[config.mk]
export PLATFORM = sky130hd
export DESIGN_NAME = qspi_sync
export DESIGN_NICKNAME = d
export VERILOG_FILES = /design/src/qspi_pkg.sv /design/src/qspi_sync.sv
export VERILOG_INCLUDE_DIRS = /design/src
export SDC_FILE = /design/constraint.sdc
export NUM_CORES = 1
export LEC_CHECK = 0
export BUFFER_PORTS_ARGS = -buffer_cell sky130_fd_sc_hd__buf_2
export CORE_MARGIN = 2
export CORE_UTILIZATION = 48
export CTS_BUF_LIST = sky130_fd_sc_hd__clkbuf_8 sky130_fd_sc_hd__clkbuf_16
export DETAILED_ROUTE_END_ITERATION = 10
export PLACE_DENSITY_LB_ADDON = 0.05
export SLEW_MARGIN = 10
export SYNTH_ARGS = -nofsm -noshare
export SYNTH_HDL_FRONTEND = slang
export SYNTH_SLANG_ARGS = --single-unit
[constraint.sdc]
create_clock -name clk -period 1.8 [get_ports clk]
set_clock_uncertainty 0.05 [all_clocks]
set_input_delay 0.36 -clock clk [delete_from_list [all_inputs] [get_ports clk]]
set_output_delay 0.36 -clock clk [all_outputs]
set_load 0.03 [all_outputs]
[src/qspi_consts.svh]
`ifndef QSPI_CONSTS_SVH
`define QSPI_CONSTS_SVH

// memory address width, depth is 2**QSPI_MEM_AW bytes
`define QSPI_MEM_AW 10

// flash command codes, always received on a single data line
`define QSPI_CMD_PROG 8'h02
`define QSPI_CMD_QREAD 8'hEB

// address bytes that follow a command
`define QSPI_ADDR_BYTES 3

// bits per SPI clock on the data lines
`define QSPI_MODE_SINGLE 3'd1
`define QSPI_MODE_QUAD 3'd4

`endif

[src/qspi_pkg.sv]
`default_nettype none

package qspi_pkg;

	`include "qspi_consts.svh"

	// one command, address or data byte
	typedef logic [7:0] byte_t;

	// value of the four QSPI data lines
	typedef logic [3:0] nibble_t;

	// byte address inside the emulated memory
	typedef logic [`QSPI_MEM_AW-1:0] mem_addr_t;

	// full 24-bit address as sent by the host
	typedef logic [23:0] flash_addr_t;

	// command decoder states
	typedef enum logic [2:0] {
		IDLE,
		ADDR,
		PROG_DATA,
		READ_DATA,
		IGNORE
	} cmd_state_t;

endpackage

`default_nettype wire

[src/qspi_sync.sv]
`timescale 1ns/1ps
`default_nettype none

`include "qspi_consts.svh"

module qspi_sync (
	input wire clk,
	input wire rst_n,
	input wire spi_cs_in,
	input wire spi_clk_in,
	input wire qspi_pkg::nibble_t spi_data_in,
	input wire qspi_pkg::byte_t tx_byte,
	output qspi_pkg::nibble_t spi_data_out,
	output logic start_strobe,
	output logic byte_strobe,
	output qspi_pkg::byte_t rx_byte
);

	// {cs, clk, data[3:0]} through three flops into the clk domain
	logic [5:0] pins_meta;
	logic [5:0] pins_mid;
	logic [5:0] pins_sync;

	logic spi_cs;
	logic spi_clk;
	qspi_pkg::nibble_t spi_data;
	logic spi_clk_prev;
	logic clk_rising;
	logic clk_falling;

	// bits per SPI clock on the data lines
	logic [2:0] mode;
	// bit position inside the current byte
	logic [2:0] bits;
	logic [2:0] next_bits;
	// first byte of this select already seen
	logic got_cmd;

	qspi_pkg::byte_t shift_rx;
	qspi_pkg::byte_t next_rx;
	qspi_pkg::byte_t shift_tx;

	assign spi_cs = pins_sync[5];
	assign spi_clk = pins_sync[4];
	assign spi_data = pins_sync[3:0];

	assign clk_rising = spi_clk && !spi_clk_prev;
	assign clk_falling = !spi_clk && spi_clk_prev;

	always_comb
	begin
		if (mode == `QSPI_MODE_QUAD)
			next_rx = {shift_rx[3:0], spi_data};
		else
			next_rx = {shift_rx[6:0], spi_data[0]};
	end

	// wraps to zero when a byte is complete
	assign next_bits = bits + mode;

	assign byte_strobe = !spi_cs && clk_rising && (next_bits == 3'd0);
	assign start_strobe = byte_strobe && !got_cmd;
	assign rx_byte = next_rx;

	// host always samples the top nibble
	assign spi_data_out = shift_tx[7:4];

	always_ff @(posedge clk)
	begin
		if (!rst_n)
		begin
			// deselected with the SPI clock low
			pins_meta <= 6'b10_0000;
			pins_mid <= 6'b10_0000;
			pins_sync <= 6'b10_0000;
			spi_clk_prev <= 1'b0;
			mode <= `QSPI_MODE_SINGLE;
			bits <= 3'd0;
			got_cmd <= 1'b0;
		end
		else
		begin
			pins_meta <= {spi_cs_in, spi_clk_in, spi_data_in};
			pins_mid <= pins_meta;
			pins_sync <= pins_mid;
			spi_clk_prev <= spi_clk;

			if (spi_cs)
			begin
				mode <= `QSPI_MODE_SINGLE;
				bits <= 3'd0;
				got_cmd <= 1'b0;
			end
			else if (clk_rising)
			begin
				bits <= next_bits;
				if (byte_strobe)
				begin
					got_cmd <= 1'b1;
					// quad read command switches the rest of the select to 4 lines
					if (!got_cmd && next_rx == `QSPI_CMD_QREAD)
						mode <= `QSPI_MODE_QUAD;
				end
			end
		end
	end

	// receive and transmit shifters
	always_ff @(posedge clk)
	begin
		if (!spi_cs && clk_rising)
			shift_rx <= next_rx;

		if (!spi_cs && clk_falling)
		begin
			if (bits == 3'd0)
				shift_tx <= tx_byte;
			else if (mode == `QSPI_MODE_QUAD)
				shift_tx <= {shift_tx[3:0], 4'b0000};
			else
				shift_tx <= {shift_tx[6:0], 1'b0};
		end
	end

	// the command byte always arrives on a single data line
	assert property (@(posedge clk) disable iff (!rst_n)
		start_strobe |-> (mode == `QSPI_MODE_SINGLE))
		else $error("command byte received outside single-bit mode");

	// quad mode starts on a byte boundary and stays nibble aligned
	assert property (@(posedge clk) disable iff (!rst_n)
		(mode == `QSPI_MODE_QUAD) |-> (bits[1:0] == 2'b00))
		else $error("quad mode bit position %0d off a nibble boundary", bits);

endmodule

`default_nettype wire

# Yosys cells after proc, flatten, opt, wreduce, memory -nomap -nowiden
# Index checks and enable logic that the tools add are counted.
[totals] ff_bits=40 out_inout_bits=14 wordCells=32
[classes] addsub=1 eq_ne=2 muxes=3 bitwise=1 reduce_logical=16
[op_table] operator="$mux 8" n=3
[op_table] operator="$eq 8x8->1 const B" n=1
[op_table] operator="$logic_and 1x1->1" n=7
[op_table] operator="$logic_not 3->1" n=2
[op_table] operator="$logic_not 1->1" n=4
[op_table] operator="$add 3x3->3" n=1
[op_table] operator="$reduce_and 3->1" n=1
[op_table] operator="$eq 2x2->1 const B" n=1
[op_table] operator="$reduce_and 2->1" n=1
[op_table] operator="$reduce_or 2->1" n=1
[op_table] operator="$not 1->1" n=1

# Logic depth before layout (Yosys ltp)
[depth] depth_word=5 mapped_depth=6

# Least setup slack after synthesis
# No wires, ideal clock.
[synth_path] path_type="register to output" start="reg pins_sync[4]" end="out byte_strobe" t_arrival_ns=1.912 required_time_ns=1.390 slack_ns=-0.522 stages_incl_launch_ff=4 path_buffers=0 cell_sequence="dfxtp_1 -> nor3b_1 -> nand2_1 -> nor3_1"
[synth_via] elab_chain_cells=3
[synth_lines] item="from (decl)" line_no="qspi_sync.sv:22" source="logic [5:0] pins_sync;"
[synth_lines] item="from (signal assigned)" line_no="qspi_sync.sv:85" source="pins_sync <= pins_mid;"
[synth_lines] item="$logic_and 1x1->1" line_no="qspi_sync.sv:47" source="assign clk_rising = spi_clk && !spi_clk_prev;"
[synth_lines] item="$logic_and 1x1->1 (2 in series)" line_no="qspi_sync.sv:61" source="assign byte_strobe = !spi_cs && clk_rising && (next_bits == 3'd0);"
[synth_lines] item="to (decl)" line_no="qspi_sync.sv:15" source="output logic byte_strobe,"
# No other way between the ends.

# Final worst setup path
[layout_path] start="reg mode[0]" end="out start_strobe"
[layout_via] elab_chain_cells=4
[layout_lines] item="from (decl)" line_no="qspi_sync.sv:32" source="logic [2:0] mode;"
[layout_lines] item="from (signal assigned)" line_no="qspi_sync.sv:77" source="mode <= `QSPI_MODE_SINGLE;"
[layout_lines] item="from (signal assigned)" line_no="qspi_sync.sv:90" source="mode <= `QSPI_MODE_SINGLE;"
[layout_lines] item="from (signal assigned)" line_no="qspi_sync.sv:102" source="mode <= `QSPI_MODE_QUAD;"
[layout_lines] item="$add 3x3->3" line_no="qspi_sync.sv:59" source="assign next_bits = bits + mode;"
[layout_lines] item="$logic_not 3->1" line_no="qspi_sync.sv:61"
[layout_lines] item="$logic_and 1x1->1" line_no="qspi_sync.sv:61"
[layout_lines] item="$logic_and 1x1->1" line_no="qspi_sync.sv:62" source="assign start_strobe = byte_strobe && !got_cmd;"
[layout_lines] item="to (decl)" line_no="qspi_sync.sv:14" source="output logic start_strobe,"
# No other way between the ends.

==> metrics.md <==
| Metric | Value |
|---|---|
| Fraction of registers with async set/reset | `0` |
| IO buf count | `29` |
| Worst reg-to-reg path cell count | `8` |
| Most frequent cell after synthesis | `dfxtp_1` |
| Nature of the critical path startpoint | `register` |
| Sequential cell area fraction in the yosys report | `0.595` |
| Max-cap viol count | `0` |
| Met2 usage | `0.272` |
| DRC | `0` |
| Total GRT Usage | `0.166` |
| Worst-Skew Late Latency | `0.29 ns` |
| Power Density | `802 nW/um2` |
| Post-route antenna net violation count | `0` |
| H-tree Lvls | `2` |
| Vias per inst | `4.71` |
| Maximum clock rate | `493 MHz` |
| Hpwl dp | `1740 um` |
| EDFF count, synth | `15` |
| Syn_nets | `149` |
| Avg Cell Area, Syn | `12.2 um2` |
| Vias | `1018` |
| Final worst slack | `-0.227 ns` |
| Initial Util | `0.515` |
| Hold Crit Depth | `2` |
| RSZ-0062 raised after global routing | `yes` |
| Failing checks | `setup timing` |
| Met3 Use GR | `0.0580` |
| Die area | `3810 um2` |
| Worst-Margin Slew | `0.368 ns` |
| Utilization after layout | `0.688` |
| Antenna violations before repair | `0` |
| Mapped Area | `1600 um2` |
| Cell taking the most area after synthesis | `dfxtp_1` |
| Outcome | `complete, but fails checks` |
| Detailed Route WL | `2660 um` |
| Maximum vdd drop | `0.805 mV` |
| Met1 Resource Use GR | `0.201` |
| Yosys warns | `0` |
| Die Y | `61.7 um` |
| Tcrit/Tclk final | `1.13` |
| Ports | `30` |
| CP Max Fanout | `2` |
| Most numerous cell on the critical path | `ha_4` |
| Post-synth top cells | `dfxtp_1, and2_1, edfxtp_1` |
| Final hold vios | `0` |
| Period minus WS final | `2.03 ns` |
| Largest stage delay on the critical path | `0.34 ns` |
| WP data required | `1.39 ns` |
| Layout cells sized above 1 | `0.401` |
| Hold_buf cts | `0` |
| Clk buf depth | `2` |
| Leading register cell type out of synthesis | `dfxtp_1` |
| CP Cell Sequence | `ha_4 -> ha_4 -> xnor3_1 -> nand2_2 -> nor4_4 -> buf_6` |
| Die X | `61.7 um` |
| First drt pass iteration count | `4` |
| Area share of the largest cell type after synthesis | `0.313` |
| First-pass GRT wire length | `4390 um` |
| Hold Crit Class | `in -> reg` |
| Syn Inst Count | `131` |
| Overflow after GRT | `0` |
| P&R area growth vs syn | `33.4%` |
| Worst Setup End Kind | `primary output` |
| Post-synth cell types | `27` |
| Leak | `0.923 nW` |
| Setup_tns | `-1.26 ns` |
| Ranking of synthesized cells by area | `dfxtp_1, edfxtp_1, and2_1` |
| CTS tree | `done` |
| CTS buffer count | `5` |
| Largest net degree at the start of global routing | `21` |
| CP max-delay cell | `dfxtp_2` |
| Worst slew margin | `0.754` |
| Critical path type | `reg -> out` |
| Core Region | `3100 um2` |
| Sink Count | `40` |
| Clock Pin Slew Worst Setup and Hold Paths | `0.07 ns` |
| Vias in the first global route | `959` |
| N_diodes | `0` |
| Post-synthesis register bit count | `40` |
| CTS root buffer | `clkbuf_8` |
| GPL Wtd Cong | `0.769` |
| Pins Over Slew Limit | `0` |
| Min Hold Slack | `0.199 ns` |
| Num rows | `20` |
| CP arrival | `1.62 ns` |
| Iter 0 DRT Violations | `50` |
| Gr busiest metal | `met2` |
| Nets | `189` |
| # setup viols final | `11` |
| Wire per inst | `12.3 um` |
## registers in the layout (all words and copies together) (netlist names)
| signal | cells |
|---|---|
| bits | 3 |
| pins_meta | 6 |
| shift_tx | 8 |
| spi_clk_prev | 1 |
| pins_mid | 6 |
| mode | 2 |
| shift_rx | 7 |
| got_cmd | 1 |
| pins_sync | 6 |
## routing by layer
layer,wire length (um),vias to the layer above
met1,1140,458
met2,1310,27
met5,0,-
met4,40,0
li1,-,527
met3,174,6
## worst max-delay path: cells and delay by family, from the launching register on
family / cells / cell delay [ns]
and+or+nand+nor: 2 / 0.28
adders and majority gates: 2 / 0.31
DFF: 1 / 0.34
buffers and inverters: 1 / 0.17
xor gates and xnor gates: 1 / 0.22
## worst paths after layout
kind / start / endpoint / slack, ns
max: mode[0] / start_strobe / -0.23
min: spi_cs_in / pins_meta[5] / 0.20
max reg2reg: mode[0] / mode[0] / -0.05
min reg2reg: pins_meta[5] / pins_mid[5] / 0.37
## layout make-up
class                      count  area [um2]
clock buffer                   7         108
clock inverter                 1        8.76
fill                         266         970
multi-input combinational     81         666
sequential                    40         953
tap                           44        55.1
timing repair buffer          43         343
## timing repair
item,4_1_cts,5_1_grt
cloned,1,0
resized for setup,31,4
pin swaps,2,2
buffers inserted,5,1
setup endpoints to repair,9,11
## cell families (layout without fill, tap and decap cells)
| kind of cell | Yosys count | in the layout | share of synthesized area |
|---|---|---|---|
| multiplexers | 15 | 15 | 0.105 |
| buffers and inverters | 10 | 51 | 0.0407 |
| adder cells (fa/ha/maj) | 2 | 2 | 0.0156 |
| AO/OA/AOI/OAI | 8 | 8 | 0.0290 |
| AND/OR/NAND/NOR | 55 | 55 | 0.201 |
| flip-flops | 40 | 40 | 0.595 |
| XOR/XNOR | 1 | 1 | 0.0141 |
## where the power goes
| group | internal [mW] | total, mW | leakage (nW) | switching [mW] |
|---|---|---|---|---|
| registers | 0.951 | 0.957 | 0.339 | 0.00561 |
| clock network | 0.397 | 0.705 | 0.0596 | 0.308 |
| logic | 0.0288 | 0.0497 | 0.525 | 0.0209 |
## placed cells by master (no fill, tap or decap), drive strengths merged
cell type	instances
buf	43
dfxtp	25
and2	17
edfxtp	15
nand2	12
mux2	8
mux2i	7
nand2b	7
clkbuf	7
nor2	5
o21ai	4
nand3	3
nor2b	2
a21oi	2
nand4	2
ha	2
nor3b	2
nor3	2
xnor3	1
or3	1
nor4	1
o21a	1
nor4b	1
a22o	1
clkinv	1
## metrics by stage
step | cell area, um2 | worst slack, ns | power (mW) | std cells
global placement | 1820 | 0.0114 | 1.02 | 201
finish | 2130 | -0.227 | 1.71 | 216
floorplan | 1620 | -0.0307 | 1.00 | 131
detailed placement | 1820 | -0.0557 | 1.03 | 201
CTS | 2110 | -0.261 | 1.73 | 215
global route | 2130 | -0.316 | 1.78 | 216
No activity file was read; power rests on OpenSTA's default activity.
