## src/qspi_consts.svh

```systemverilog
`ifndef QSPI_CONSTS_SVH
`define QSPI_CONSTS_SVH

// memory address width, depth is 2**QSPI_MEM_AW bytes
`define QSPI_MEM_AW 10

// flash command codes, always received on a single data line
`define QSPI_CMD_PROG 8'h02
`define QSPI_CMD_QREAD 8'hEB

// address bytes that follow a command
`define QSPI_ADDR_BYTES 3

// bits per SPI clock on the data lines
`define QSPI_MODE_SINGLE 3'd1
`define QSPI_MODE_QUAD 3'd4

`endif

```

## src/qspi_pkg.sv

```systemverilog
`default_nettype none

package qspi_pkg;

	`include "qspi_consts.svh"

	// one command, address or data byte
	typedef logic [7:0] byte_t;

	// value of the four QSPI data lines
	typedef logic [3:0] nibble_t;

	// byte address inside the emulated memory
	typedef logic [`QSPI_MEM_AW-1:0] mem_addr_t;

	// full 24-bit address as sent by the host
	typedef logic [23:0] flash_addr_t;

	// command decoder states
	typedef enum logic [2:0] {
		IDLE,
		ADDR,
		PROG_DATA,
		READ_DATA,
		IGNORE
	} cmd_state_t;

endpackage

`default_nettype wire

```

## src/flash_cmd.sv

```systemverilog
`timescale 1ns/1ps
`default_nettype none

`include "qspi_consts.svh"

module flash_cmd (
	input wire clk,
	input wire rst_n,
	input wire start_strobe,
	input wire byte_strobe,
	input wire qspi_pkg::byte_t rx_byte,
	output logic wr_en,
	output qspi_pkg::mem_addr_t wr_addr,
	output qspi_pkg::byte_t wr_data,
	output qspi_pkg::mem_addr_t rd_addr
);

	qspi_pkg::cmd_state_t state;

	// command was a quad read rather than a program
	logic is_read;
	logic [1:0] addr_cnt;
	qspi_pkg::flash_addr_t addr_shift;
	qspi_pkg::flash_addr_t next_addr;
	logic data_strobe;
	logic addr_done;

	// address arrives most significant byte first
	assign next_addr = {addr_shift[15:0], rx_byte};

	// a byte after the command byte
	assign data_strobe = byte_strobe && !start_strobe;

	assign addr_done = data_strobe && (state == qspi_pkg::ADDR) &&
		(addr_cnt == 2'(`QSPI_ADDR_BYTES - 1));

	always_ff @(posedge clk)
	begin
		if (!rst_n)
		begin
			state <= qspi_pkg::IDLE;
			is_read <= 1'b0;
			addr_cnt <= 2'd0;
			wr_en <= 1'b0;
			rd_addr <= '0;
		end
		else
		begin
			wr_en <= 1'b0;

			if (start_strobe)
			begin
				addr_cnt <= 2'd0;
				if (rx_byte == `QSPI_CMD_PROG || rx_byte == `QSPI_CMD_QREAD)
				begin
					state <= qspi_pkg::ADDR;
					is_read <= (rx_byte == `QSPI_CMD_QREAD);
				end
				else
					state <= qspi_pkg::IGNORE;
			end
			else if (data_strobe)
			begin
				case (state)
					qspi_pkg::ADDR:
					begin
						addr_cnt <= addr_cnt + 2'd1;
						if (addr_done)
						begin
							if (is_read)
							begin
								state <= qspi_pkg::READ_DATA;
								// only the low bits select a byte
								rd_addr <= next_addr[`QSPI_MEM_AW-1:0];
							end
							else
								state <= qspi_pkg::PROG_DATA;
						end
					end
					qspi_pkg::PROG_DATA:
						wr_en <= 1'b1;
					qspi_pkg::READ_DATA:
						rd_addr <= rd_addr + 1'b1;
					default:
						;
				endcase
			end
		end
	end

	// address and write data path
	always_ff @(posedge clk)
	begin
		if (data_strobe && state == qspi_pkg::ADDR)
			addr_shift <= next_addr;

		if (data_strobe && state == qspi_pkg::PROG_DATA)
			wr_data <= rx_byte;

		// step to the next byte once the current write is done
		if (addr_done)
			wr_addr <= next_addr[`QSPI_MEM_AW-1:0];
		else if (wr_en)
			wr_addr <= wr_addr + 1'b1;
	end

	assert property (@(posedge clk) disable iff (!rst_n) wr_en |-> state == qspi_pkg::PROG_DATA)
		else $error("memory write outside of a program command");

endmodule

`default_nettype wire

```

## config.mk

```make
export PLATFORM = sky130hd
export DESIGN_NAME = flash_cmd
export DESIGN_NICKNAME = d
export VERILOG_FILES = /design/src/qspi_pkg.sv /design/src/flash_cmd.sv
export VERILOG_INCLUDE_DIRS = /design/src
export SDC_FILE = /design/constraint.sdc
export NUM_CORES = 1
export LEC_CHECK = 0
export BUFFER_PORTS_ARGS = -buffer_cell sky130_fd_sc_hd__buf_2
export CAP_MARGIN = 20
export CORE_UTILIZATION = 45
export DETAILED_ROUTE_END_ITERATION = 7
export PLACE_DENSITY = 0.78
export RECOVER_POWER = 50
export SLEW_MARGIN = 20
export SYNTH_ARGS = -nofsm -noshare
export SYNTH_HDL_FRONTEND = slang
export SYNTH_SLANG_ARGS = --single-unit
```

## constraint.sdc

```tcl
create_clock -name clk -period 1.8 [get_ports clk]
set_input_delay 0.27 -clock clk [delete_from_list [all_inputs] [get_ports clk]]
set_output_delay 0.27 -clock clk [all_outputs]
set_load 0.1 [all_outputs]
```

[Word-level counts from Yosys, hierarchy flattened]
Cells that the tools add are included.
Storage, ports and cells
  bits in registers: 37
  bits of input ports: 12
  word-level logic and storage cells: 51
Cells by class
  add/sub/neg operators: 3
  eq/ne operators: 8
  muxes and demuxes: 12
  bitwise logic cells: 3
  reduce and logical (&&, ||, !) cells: 17
Operators with widths (count)
  10-bit 2-to-1 mux: 4
  10-bit by 1-bit adder with 10-bit output (second input constant): 2
  10-bit one-hot mux with 2 select lines: 1
  3-bit 2-to-1 mux: 5
  2-bit nonzero test: 5
  8-bit by 2-bit == test with 1-bit output (second input constant): 1
  8-bit == test (second input constant): 1
  3-bit by 2-bit == test with 1-bit output (second input constant): 2
  5-bit AND reduction: 1
  1-bit logical AND: 4
  2-bit inequality test (second input constant): 2
  2-bit AND reduction: 2
  3-bit by 1-bit == test with 1-bit output (second input constant): 1
  1-bit NOT: 3
  3-bit AND reduction: 1
  3-bit OR reduction: 1
  2-bit by 1-bit adder with 2-bit output (second input constant): 1
  2-bit == test (second input constant): 1
  1-bit 2-to-1 mux: 2
  2-bit OR reduction: 1
  1-bit zero test: 1
  1-bit logical OR: 1

[Longest topological paths before layout]
Gate-level depths: netlist of run 1.
  depth in word-level cells: 8
  depth in mapped cells: 7

[Worst setup path after synthesis of run 1]
OpenSTA, ideal clock, no wires.
  kind: register to register
  from: register rd_addr[0]
  to: register rd_addr[8]
  setup time: 0.075 ns
  arrival time: 2.110 ns
  data required time: 1.725 ns
  slack: -0.386 ns
  stages on the path, launching flop included: 6
  clock period less this slack: 2.186 ns
  cells stage by stage: dfxtp_1 > ha_1 > and4_1 > nand4_1 > o31a_1 > o22ai_1
Between the ends
  word-level cells in the longest chain between the ends: 2
RTL lines
  start: declaration: RTL line flash_cmd.sv:15  | output qspi_pkg::mem_addr_t rd_addr
  start signal: assignment: RTL line flash_cmd.sv:74  | rd_addr <= next_addr[`QSPI_MEM_AW-1:0];
  start signal: assignment: RTL line flash_cmd.sv:83  | rd_addr <= rd_addr + 1'b1;
  10-bit by 1-bit adder with 10-bit output: RTL line flash_cmd.sv:83
  10-bit one-hot mux with 2 select lines: RTL line flash_cmd.sv:64  | case (state)
No other way between the ends.
A chain may end at the register's enable or synchronous reset.

[Final worst setup path of run 1]
  from: register wr_addr[2]
  to: register wr_addr[9] (data pin)
Between the ends
  word-level cells in the longest chain between the ends: 3
RTL lines
  start: declaration: RTL line flash_cmd.sv:13  | output qspi_pkg::mem_addr_t wr_addr,
  start signal: assignment: RTL line flash_cmd.sv:102  | wr_addr <= next_addr[`QSPI_MEM_AW-1:0];
  start signal: assignment: RTL line flash_cmd.sv:104  | wr_addr <= wr_addr + 1'b1;
  10-bit by 1-bit adder with 10-bit output: RTL line flash_cmd.sv:104
  10-bit 2-to-1 mux: RTL line flash_cmd.sv:103  | else if (wr_en)
  10-bit 2-to-1 mux: RTL line flash_cmd.sv:101  | if (addr_done)
No other way between the ends. The select of a mux whose other input is x is not followed.

==> results of run 1 <==
[state kept, by name (all words and copies together), names as in the netlist]
| signal | cells |
|---|---|
| rd_addr | 10 |
| addr_shift | 2 |
| wr_addr | 10 |
| wr_data | 8 |
| wr_en | 1 |
| is_read | 1 |
| addr_cnt | 2 |
| state | 3 |
[cell type report]
cell class | count | area [um2]
Tap cell | 48 | 60.1
Sequential cell | 37 | 950
Clock buffer | 6 | 72.6
Multi-Input combinational cell | 132 | 810
Clock inverter | 2 | 10.0
Timing Repair Buffer | 48 | 239
Fill cell | 360 | 1590
Inverter | 4 | 15.0
[per-stage QoR]
step | instance area, um2 | setup slack, ns | power [mW]
2_1_floorplan | 1800 | -0.338 | 0.925
3_3_place_gp | 2100 | 0.183 | 0.959
3_5_place_dp | 2100 | 0.175 | 0.959
4_1_cts | 2180 | 0.259 | 1.51
5_1_grt | 2160 | 0.140 | 1.55
6_report | 2160 | 0.260 | 1.49
[layer usage]
layer	track usage [%]	part of all wire [%]	vias up
li1	-	-	766
met1	27.5	46	723
met2	29.8	45	50
met3	5.63	6.1	7
met4	10.6	2.5	0
met5	0	0	-
[critical path: cells and delay by family, from the launching register on]
family           cells  cell delay (ns)
AND/OR/NAND/NOR      2             0.64
flip-flops           1             0.42
XOR/XNOR             1             0.15
AO/OA/AOI/OAI        1             0.08
[kinds of logic after synthesis]
logic type / count (synthesis) / synth area share (%)
mux: 2 / 1.19
compound gates: 45 / 15.4
simple gates: 73 / 22.1
xor+xnor: 9 / 4.41
buf+inv: 10 / 2.17
flops: 37 / 52.6
fa+ha+maj: 3 / 2.10
[Yosys cell counts, types with 2 or more instances]
cell type / instances / area share, %
nor2_1: 22 / 4.6
nand4_1: 4 / 1.4
o22ai_1: 2 / 0.70
a311oi_1: 2 / 0.98
a32oi_1: 2 / 0.98
nand3b_1: 2 / 0.84
edfxtp_1: 20 / 34
ha_1: 3 / 2.1
xnor2_1: 4 / 2.0
nand2b_1: 5 / 1.7
or3b_1: 2 / 0.98
nor4_1: 3 / 1.0
o31a_1: 2 / 0.98
dfxtp_1: 17 / 19
nand3_1: 5 / 1.4
and3_1: 2 / 0.70
nand2_1: 15 / 3.1
o211ai_1: 3 / 1.3
a21oi_1: 21 / 5.9
xor2_1: 5 / 2.4
o21ai_1: 2 / 0.56
inv_1: 4 / 0.84
o21ai_0: 6 / 1.7
clkbuf_1: 5 / 1.0
and4_1: 3 / 1.5
[power breakdown]
group	internal, mW	switching [mW]
registers	0.885	0.00211
clock network	0.268	0.287
logic	0.0175	0.0310
[layout by cell type, fill, tap and decap left out, drive strengths merged, types with 2 or more instances in the layout]
cell    netlist  final
nand3b        2      2
nor2         23     23
and4          3      3
xor2          5      5
clkbuf        5     33
ha            3      3
nand4         4      4
a21oi        21     21
nor4          3      3
and3          2      2
edfxtp       20     20
nand3         5      5
buf           1     21
a311oi        2      2
dfxtp        17     17
o22ai         2      2
o211ai        3      3
nand2        15     15
o21ai         8      8
o31a          2      2
xnor2         4      4
clkinv        0      2
nand2b        5      5
inv           4      4
a32oi         2      2
or3b          2      2
[final timing paths]
kind,from,to,slack [ns],cells after the start
worst max-delay path,wr_addr[2],wr_addr[9],0.26,4
worst min-delay path,rx_byte[6],wr_data[6],0.29,1
worst min register to register,rd_addr[8],rd_addr[8],0.51,2
worst max register to register,wr_addr[2],wr_addr[9],0.26,4
==> impl_metrics.json, run 1 <==
{
  "status": "finished, final reports clean",
  "start_util_pct": 47.8,
  "cp-end-kind": "flip-flop",
  "irDropWorstVdd_v": 0.000614,
  "cts_buffer_depth": 2,
  "synthFlopType": "edfxtp_1",
  "clock_latency_ns": 0.29,
  "post-place-cells": 269,
  "power_leakage_nw": 0.801,
  "clock_skew_ns": 0.00592,
  "cts.htree.levels": 2,
  "drv_slew": 0,
  "critPathMaxStageDelay_ns": 0.42,
  "synth_edf_count": 20,
  "die_w_um": 65.0,
  "rows": 22,
  "routed_wl_um": 3950,
  "antenna_found_initial": 0,
  "grt_pass1_vias": 1310,
  "drt_first_pass_iters": 4,
  "holdWs_ns": 0.294,
  "synth.distinct_cells": 43,
  "synth.net_count": 194,
  "worst-setup-path-type": "flip-flop to flip-flop",
  "ys_warn_count": 0,
  "cts.clk_slew.worst_paths_ns": 0.07,
  "cp_slowest_cell": "edfxtp_1",
  "period_needed_ns": 1.54,
  "drt_iter0_markers": 124,
  "die_area_um2": 4230,
  "postSynthAreaPerCell_um2": 9.99,
  "ys_ff_latch": 37,
  "grt_max_degree": 24,
  "io_pins": 41,
  "relSlewSlack_pct": 64.0,
  "dp_hpwl_um": 2900,
  "antenna_cells": 0,
  "die_h_um": 65.0,
  "power_density_nw_per_um2": 692,
  "max_freq_mhz": 649,
  "routedWlPerCell_um": 14.2,
  "setup_viol": 0,
  "worstPathRequired_ns": 1.85,
  "final_nets": 243,
  "synthCells": 179,
  "rsz0062_at_grt": "false",
  "setup_tns_ns": 0,
  "utilization_pct": 57.6,
  "area_delta_synth_final_pct": 20.6,
  "post-route-period-util_pct": 85.5,
  "cts_inserted_buffers": 5,
  "drive_gt1_share_pct": 23.6,
  "numClockSinks": 37,
  "hold_path_class": "input pin to flip-flop",
  "cts_resized": 0,
  "synth-seq-area-share_pct": 52.6,
  "netlist_area_um2": 1790,
  "fin_cells": 277,
  "io_buffers": 40,
  "crit_chain": "and4_1, or3b_1, xor2_1, a21oi_1",
  "grt_use_total_pct": 20.5,
  "cap_violations": 0,
  "hold_viol_final": 0,
  "async_flop_share_pct": 0,
  "grt_first_pass_wirelength_um": 6360,
  "place.gp.congestion": 0.855,
  "cts_hold_buf": 0,
  "start_kind": "flip-flop",
  "post_cts_buffers": 0,
  "worstMarginPinSlew_ns": 0.540,
  "clk_root_buffer_cell": "clkbuf_8",
  "drc": 0,
  "core_um2": 3740,
  "crit_arrival_ns": 1.59,
  "ant_nets": 0,
  "grt_overflow": 0,
  "via_per_inst": 5.58,
  "cts_tree": "done",
  "crit_fanout": 5,
  "vias": 1546
}
(Power assumes the default switching activity.)
==> inputs of run 2 (changes only) <==
PLACE_DENSITY = 0.71   (was 0.78)
SETUP_SLACK_MARGIN = 0.15   (was unset)
SKIP_CTS_REPAIR_TIMING = 1   (was unset)
==> impl_metrics.json, run 2 (synthesized netlist as in run 1, its figures left out) <==
{
  "status": "finished, final reports clean",
  "setup_tns_ns": 0,
  "worstMarginPinSlew_ns": 0.578,
  "die_w_um": 65.0,
  "routedWlPerCell_um": 14.7,
  "grt_overflow": 0,
  "hold_viol_final": 0,
  "numClockSinks": 37,
  "worstPathRequired_ns": 1.73,
  "power_leakage_nw": 0.794,
  "relSlewSlack_pct": 61.5,
  "grtUsageMet1_pct": 28.2,
  "cpLargestDelayFamily": "buffers and inverters",
  "cts_tree": "done",
  "drt_iter0_markers": 95,
  "drt_first_pass_iters": 4,
  "io_pins": 41,
  "final_nets": 241,
  "ant_nets": 0,
  "crit_fanout": 9,
  "clk_root_buffer_cell": "clkbuf_8",
  "cp_slowest_cell": "clkbuf_1",
  "mostFrequentLayoutCells": "22 x nor2_1, 21 x a21oi_1, 20 x edfxtp_1, 20 x clkbuf_2, 15 x nand2_1",
  "fin_cells": 275,
  "drv_slew": 0,
  "grt_use_met3_pct": 5.28,
  "clock_skew_ns": 0.00889,
  "place.gp.congestion": 0.815,
  "cts_buffer_depth": 2,
  "drc": 0,
  "cts_inserted_buffers": 5,
  "cts.clk_slew.worst_paths_ns": 0.08,
  "via_per_inst": 5.50,
  "rsz0062_at_grt": "false",
  "drive_gt1_share_pct": 25.6,
  "grt.met2_usage_pct": 31.9,
  "vias": 1512,
  "cts.htree.levels": 2,
  "routed_wl_um": 4030,
  "start_kind": "flip-flop",
  "holdWs_ns": 0.283,
  "start_util_pct": 47.8,
  "hold_path_class": "input pin to flip-flop",
  "max_freq_mhz": 638,
  "area_delta_synth_final_pct": 21.3,
  "cap_violations": 0,
  "busiest_layer": "met2",
  "clock_latency_ns": 0.29,
  "post-route-period-util_pct": 87.1,
  "antenna_cells": 0,
  "worst-setup-path-type": "flip-flop to flip-flop",
  "core_um2": 3740,
  "critPathMaxStageDelay_ns": 0.49,
  "grt_max_degree": 24,
  "irDropWorstVdd_v": 0.000382,
  "crit_chain": "nand2_1, nor4_1, clkbuf_1",
  "cp-end-kind": "flip-flop",
  "die_h_um": 65.0,
  "grt_pass1_vias": 1355,
  "dp_hpwl_um": 3010,
  "power_density_nw_per_um2": 681,
  "rows": 22,
  "nFillCells": 341,
  "grt_first_pass_wirelength_um": 6600,
  "setup_viol": 0,
  "worst-path-buf-inv": 1,
  "die_area_um2": 4230,
  "antenna_found_initial": 0,
  "io_buffers": 40,
  "reg.largest.list": "rd_addr x10, wr_addr x10, wr_data x8",
  "period_needed_ns": 1.57,
  "crit_arrival_ns": 1.50,
  "final_common_cell": "nor2_1",
  "post-place-cells": 267,
  "grt_use_total_pct": 20.6
}
-- run 2: cell count changes in the layout (fill, tap and decap cells not counted), sizes merged --
| cell | delta |
|---|---|
| clkbuf | +3 |
| buf | -5 |
-- run 2: worst paths after layout --
check | startpoint | to | slack [ns] | cells past startpoint
setup / recovery | state[1] | wr_data[3] | 0.23 | 3
hold reg to reg | rd_addr[0] | rd_addr[0] | 0.50 | 1
setup reg to reg | state[1] | wr_data[3] | 0.23 | 3
hold / removal | rx_byte[6] | wr_data[6] | 0.28 | 1
-- run 2: per-layer routing --
metal,vias up,share of wire (%)
met1,702,47
met5,-,0
met4,0,1.4
li1,755,-
met2,48,47
met3,7,4.6
-- run 2: power breakdown --
group / switching (mW) / leakage [nW] / internal [mW]
logic: 0.0301 / 0.453 / 0.0171
registers: 0.00210 / 0.296 / 0.875
clock network: 0.285 / 0.0450 / 0.268
-- run 2: layout make-up --
type | count | area [um2] | area share, %
multi-input combinational | 132 | 815 | 37.6
tap | 48 | 60.1 | 2.77
clock inverter | 2 | 10.0 | 0.462
sequential | 37 | 971 | 44.8
inverter | 4 | 15.0 | 0.692
timing repair buffer | 46 | 225 | 10.4
clock buffer | 6 | 72.6 | 3.35
-- run 2: worst register-to-register path, delay by kind of cell (launching register included) --
kind / cells / cell delay [ns]
buffers and inverters: 1 / 0.49
flip-flops: 1 / 0.44
AND/OR/NAND/NOR: 2 / 0.27
-- run 2: metrics by stage --
stage | utilization (%) | area [um2] | total power [mW] | worst slack [ns]
3_5_place_dp | 56.4 | 2110 | 0.947 | 0.164
6_report | 57.9 | 2170 | 1.48 | 0.232
2_1_floorplan | - | 1830 | 0.915 | -0.338
3_3_place_gp | 56.4 | 2110 | 0.947 | 0.187
5_1_grt | 57.9 | 2170 | 1.53 | 0.0893
4_1_cts | 58.6 | 2190 | 1.49 | 0.257
==> inputs of run 3 (changes only) <==
SETUP_SLACK_MARGIN = 0.3   (was 0.15)
==> impl_metrics.json, run 3 (synthesized netlist as in run 1, its figures left out) <==
{
  "io_pins": 41,
  "io_buffers": 40,
  "start_util_pct": 47.8,
  "area_delta_synth_final_pct": 27.9,
  "die_w_um": 65.0,
  "fin_cells": 285,
  "cts.htree.levels": 2,
  "cts_buffer_depth": 2,
  "cts_tree": "done",
  "cap_violations": 0,
  "relSlewSlack_pct": 62.2,
  "routedWlPerCell_um": 14.9,
  "mostFrequentLayoutCells": "22 x nor2_1, 20 x a21oi_1, 20 x edfxtp_1, 20 x clkbuf_2, 15 x nand2_1",
  "routed_wl_um": 4240,
  "grt_overflow": 0,
  "numClockSinks": 37,
  "worstMarginPinSlew_ns": 0.567,
  "via_per_inst": 5.59,
  "crit_fanout": 8,
  "drv_slew": 0,
  "cts.clk_slew.worst_paths_ns": 0.07,
  "antenna_found_initial": 0,
  "place.gp.congestion": 0.885,
  "irDropWorstVdd_v": 0.000599,
  "drive_gt1_share_pct": 30.4,
  "die_area_um2": 4230,
  "ant_nets": 0,
  "grt_first_pass_wirelength_um": 6800,
  "post-route-period-util_pct": 88.9,
  "final_common_cell": "nor2_1",
  "drc": 0,
  "start_kind": "flip-flop",
  "post-place-cells": 269,
  "clock_skew_ns": 0.00617,
  "nFillCells": 348,
  "utilization_pct": 61.1,
  "cp-end-kind": "flip-flop",
  "grt_use_total_pct": 21.7,
  "worst-setup-path-type": "flip-flop to flip-flop",
  "core_um2": 3740,
  "drt_iter0_markers": 154,
  "status": "finished, final reports clean",
  "hold_path_class": "input pin to flip-flop",
  "antenna_cells": 0,
  "die_h_um": 65.0,
  "reg.largest.list": "rd_addr x10, wr_addr x10, wr_data x8",
  "vias": 1594,
  "rsz0062_at_grt": "true",
  "clock_latency_ns": 0.29,
  "dp_hpwl_um": 2990,
  "crit_arrival_ns": 1.64,
  "period_needed_ns": 1.60,
  "fin_area_um2": 2290,
  "final_nets": 251,
  "grt_pass1_vias": 1426,
  "power_density_nw_per_um2": 643,
  "grt_max_degree": 14,
  "power_leakage_nw": 0.853,
  "setup_viol": 0,
  "worstPathRequired_ns": 1.84,
  "drt_first_pass_iters": 4,
  "max_freq_mhz": 625,
  "rows": 22,
  "clk_root_buffer_cell": "clkbuf_8",
  "hold_viol_final": 0,
  "dpl_cell_area_um2": 2120,
  "cts_inserted_buffers": 5
}
-- run 3: critical path, cell delays in order (launching register included) --
cell and delay (ns):
dfxtp_1 0.36, and4bb_1 0.29, nand3b_1 0.28, buf_6 0.25, nor2_1 0.11, a21oi_1 0.06
-- run 3: cell type report --
type                    instances  area [um2]  area share, %
clock buffers                   5        68.8           3.01
clock inverters                 3        12.5          0.547
inverters                       4        15.0          0.656
multi-input cells             132         848           37.1
flip-flops and latches         37         971           42.5
well taps                      48        60.1           2.63
repair buffers                 56         312           13.6
-- run 3: through the flow --
stage | setup slack [ns] | hold slack (ns) | total power, mW | setup TNS [ns]
3_5_place_dp | 0.146 | 0.478 | 0.947 | 0
4_1_cts | 0.228 | 0.218 | 1.49 | 0
2_1_floorplan | -0.338 | 0.369 | 0.915 | -1.28
5_1_grt | 0.106 | 0.292 | 1.53 | 0
3_3_place_gp | 0.171 | 0.480 | 0.945 | 0
6_report | 0.199 | 0.295 | 1.47 | 0
-- run 3: routing by layer --
layer  GRT usage [%]  up-vias  part of all wire (%)
li1                -      781                     -
met1            27.8      770                    46
met2            34.4       37                    48
met3            5.99        6                   4.3
met4            8.70        0                   1.3
met5               0        -                     0
-- run 3: path summary, 6_finish.rpt --
| path | start | end | slack [ns] | cells after the start |
|---|---|---|---|---|
| setup / recovery | state[2] | wr_addr[6] | 0.20 | 5 |
| hold reg to reg | rd_addr[8] | rd_addr[8] | 0.50 | 2 |
| setup reg to reg | state[2] | wr_addr[6] | 0.20 | 5 |
| hold / removal | rx_byte[6] | wr_data[6] | 0.30 | 1 |
-- run 3: report_power, final --
part / switching, mW / total [mW] / leakage, nW / internal (mW)
combinational: 0.0311 / 0.0474 / 0.514 / 0.0163
sequential: 0.00254 / 0.877 / 0.296 / 0.875
clock: 0.287 / 0.547 / 0.0430 / 0.260
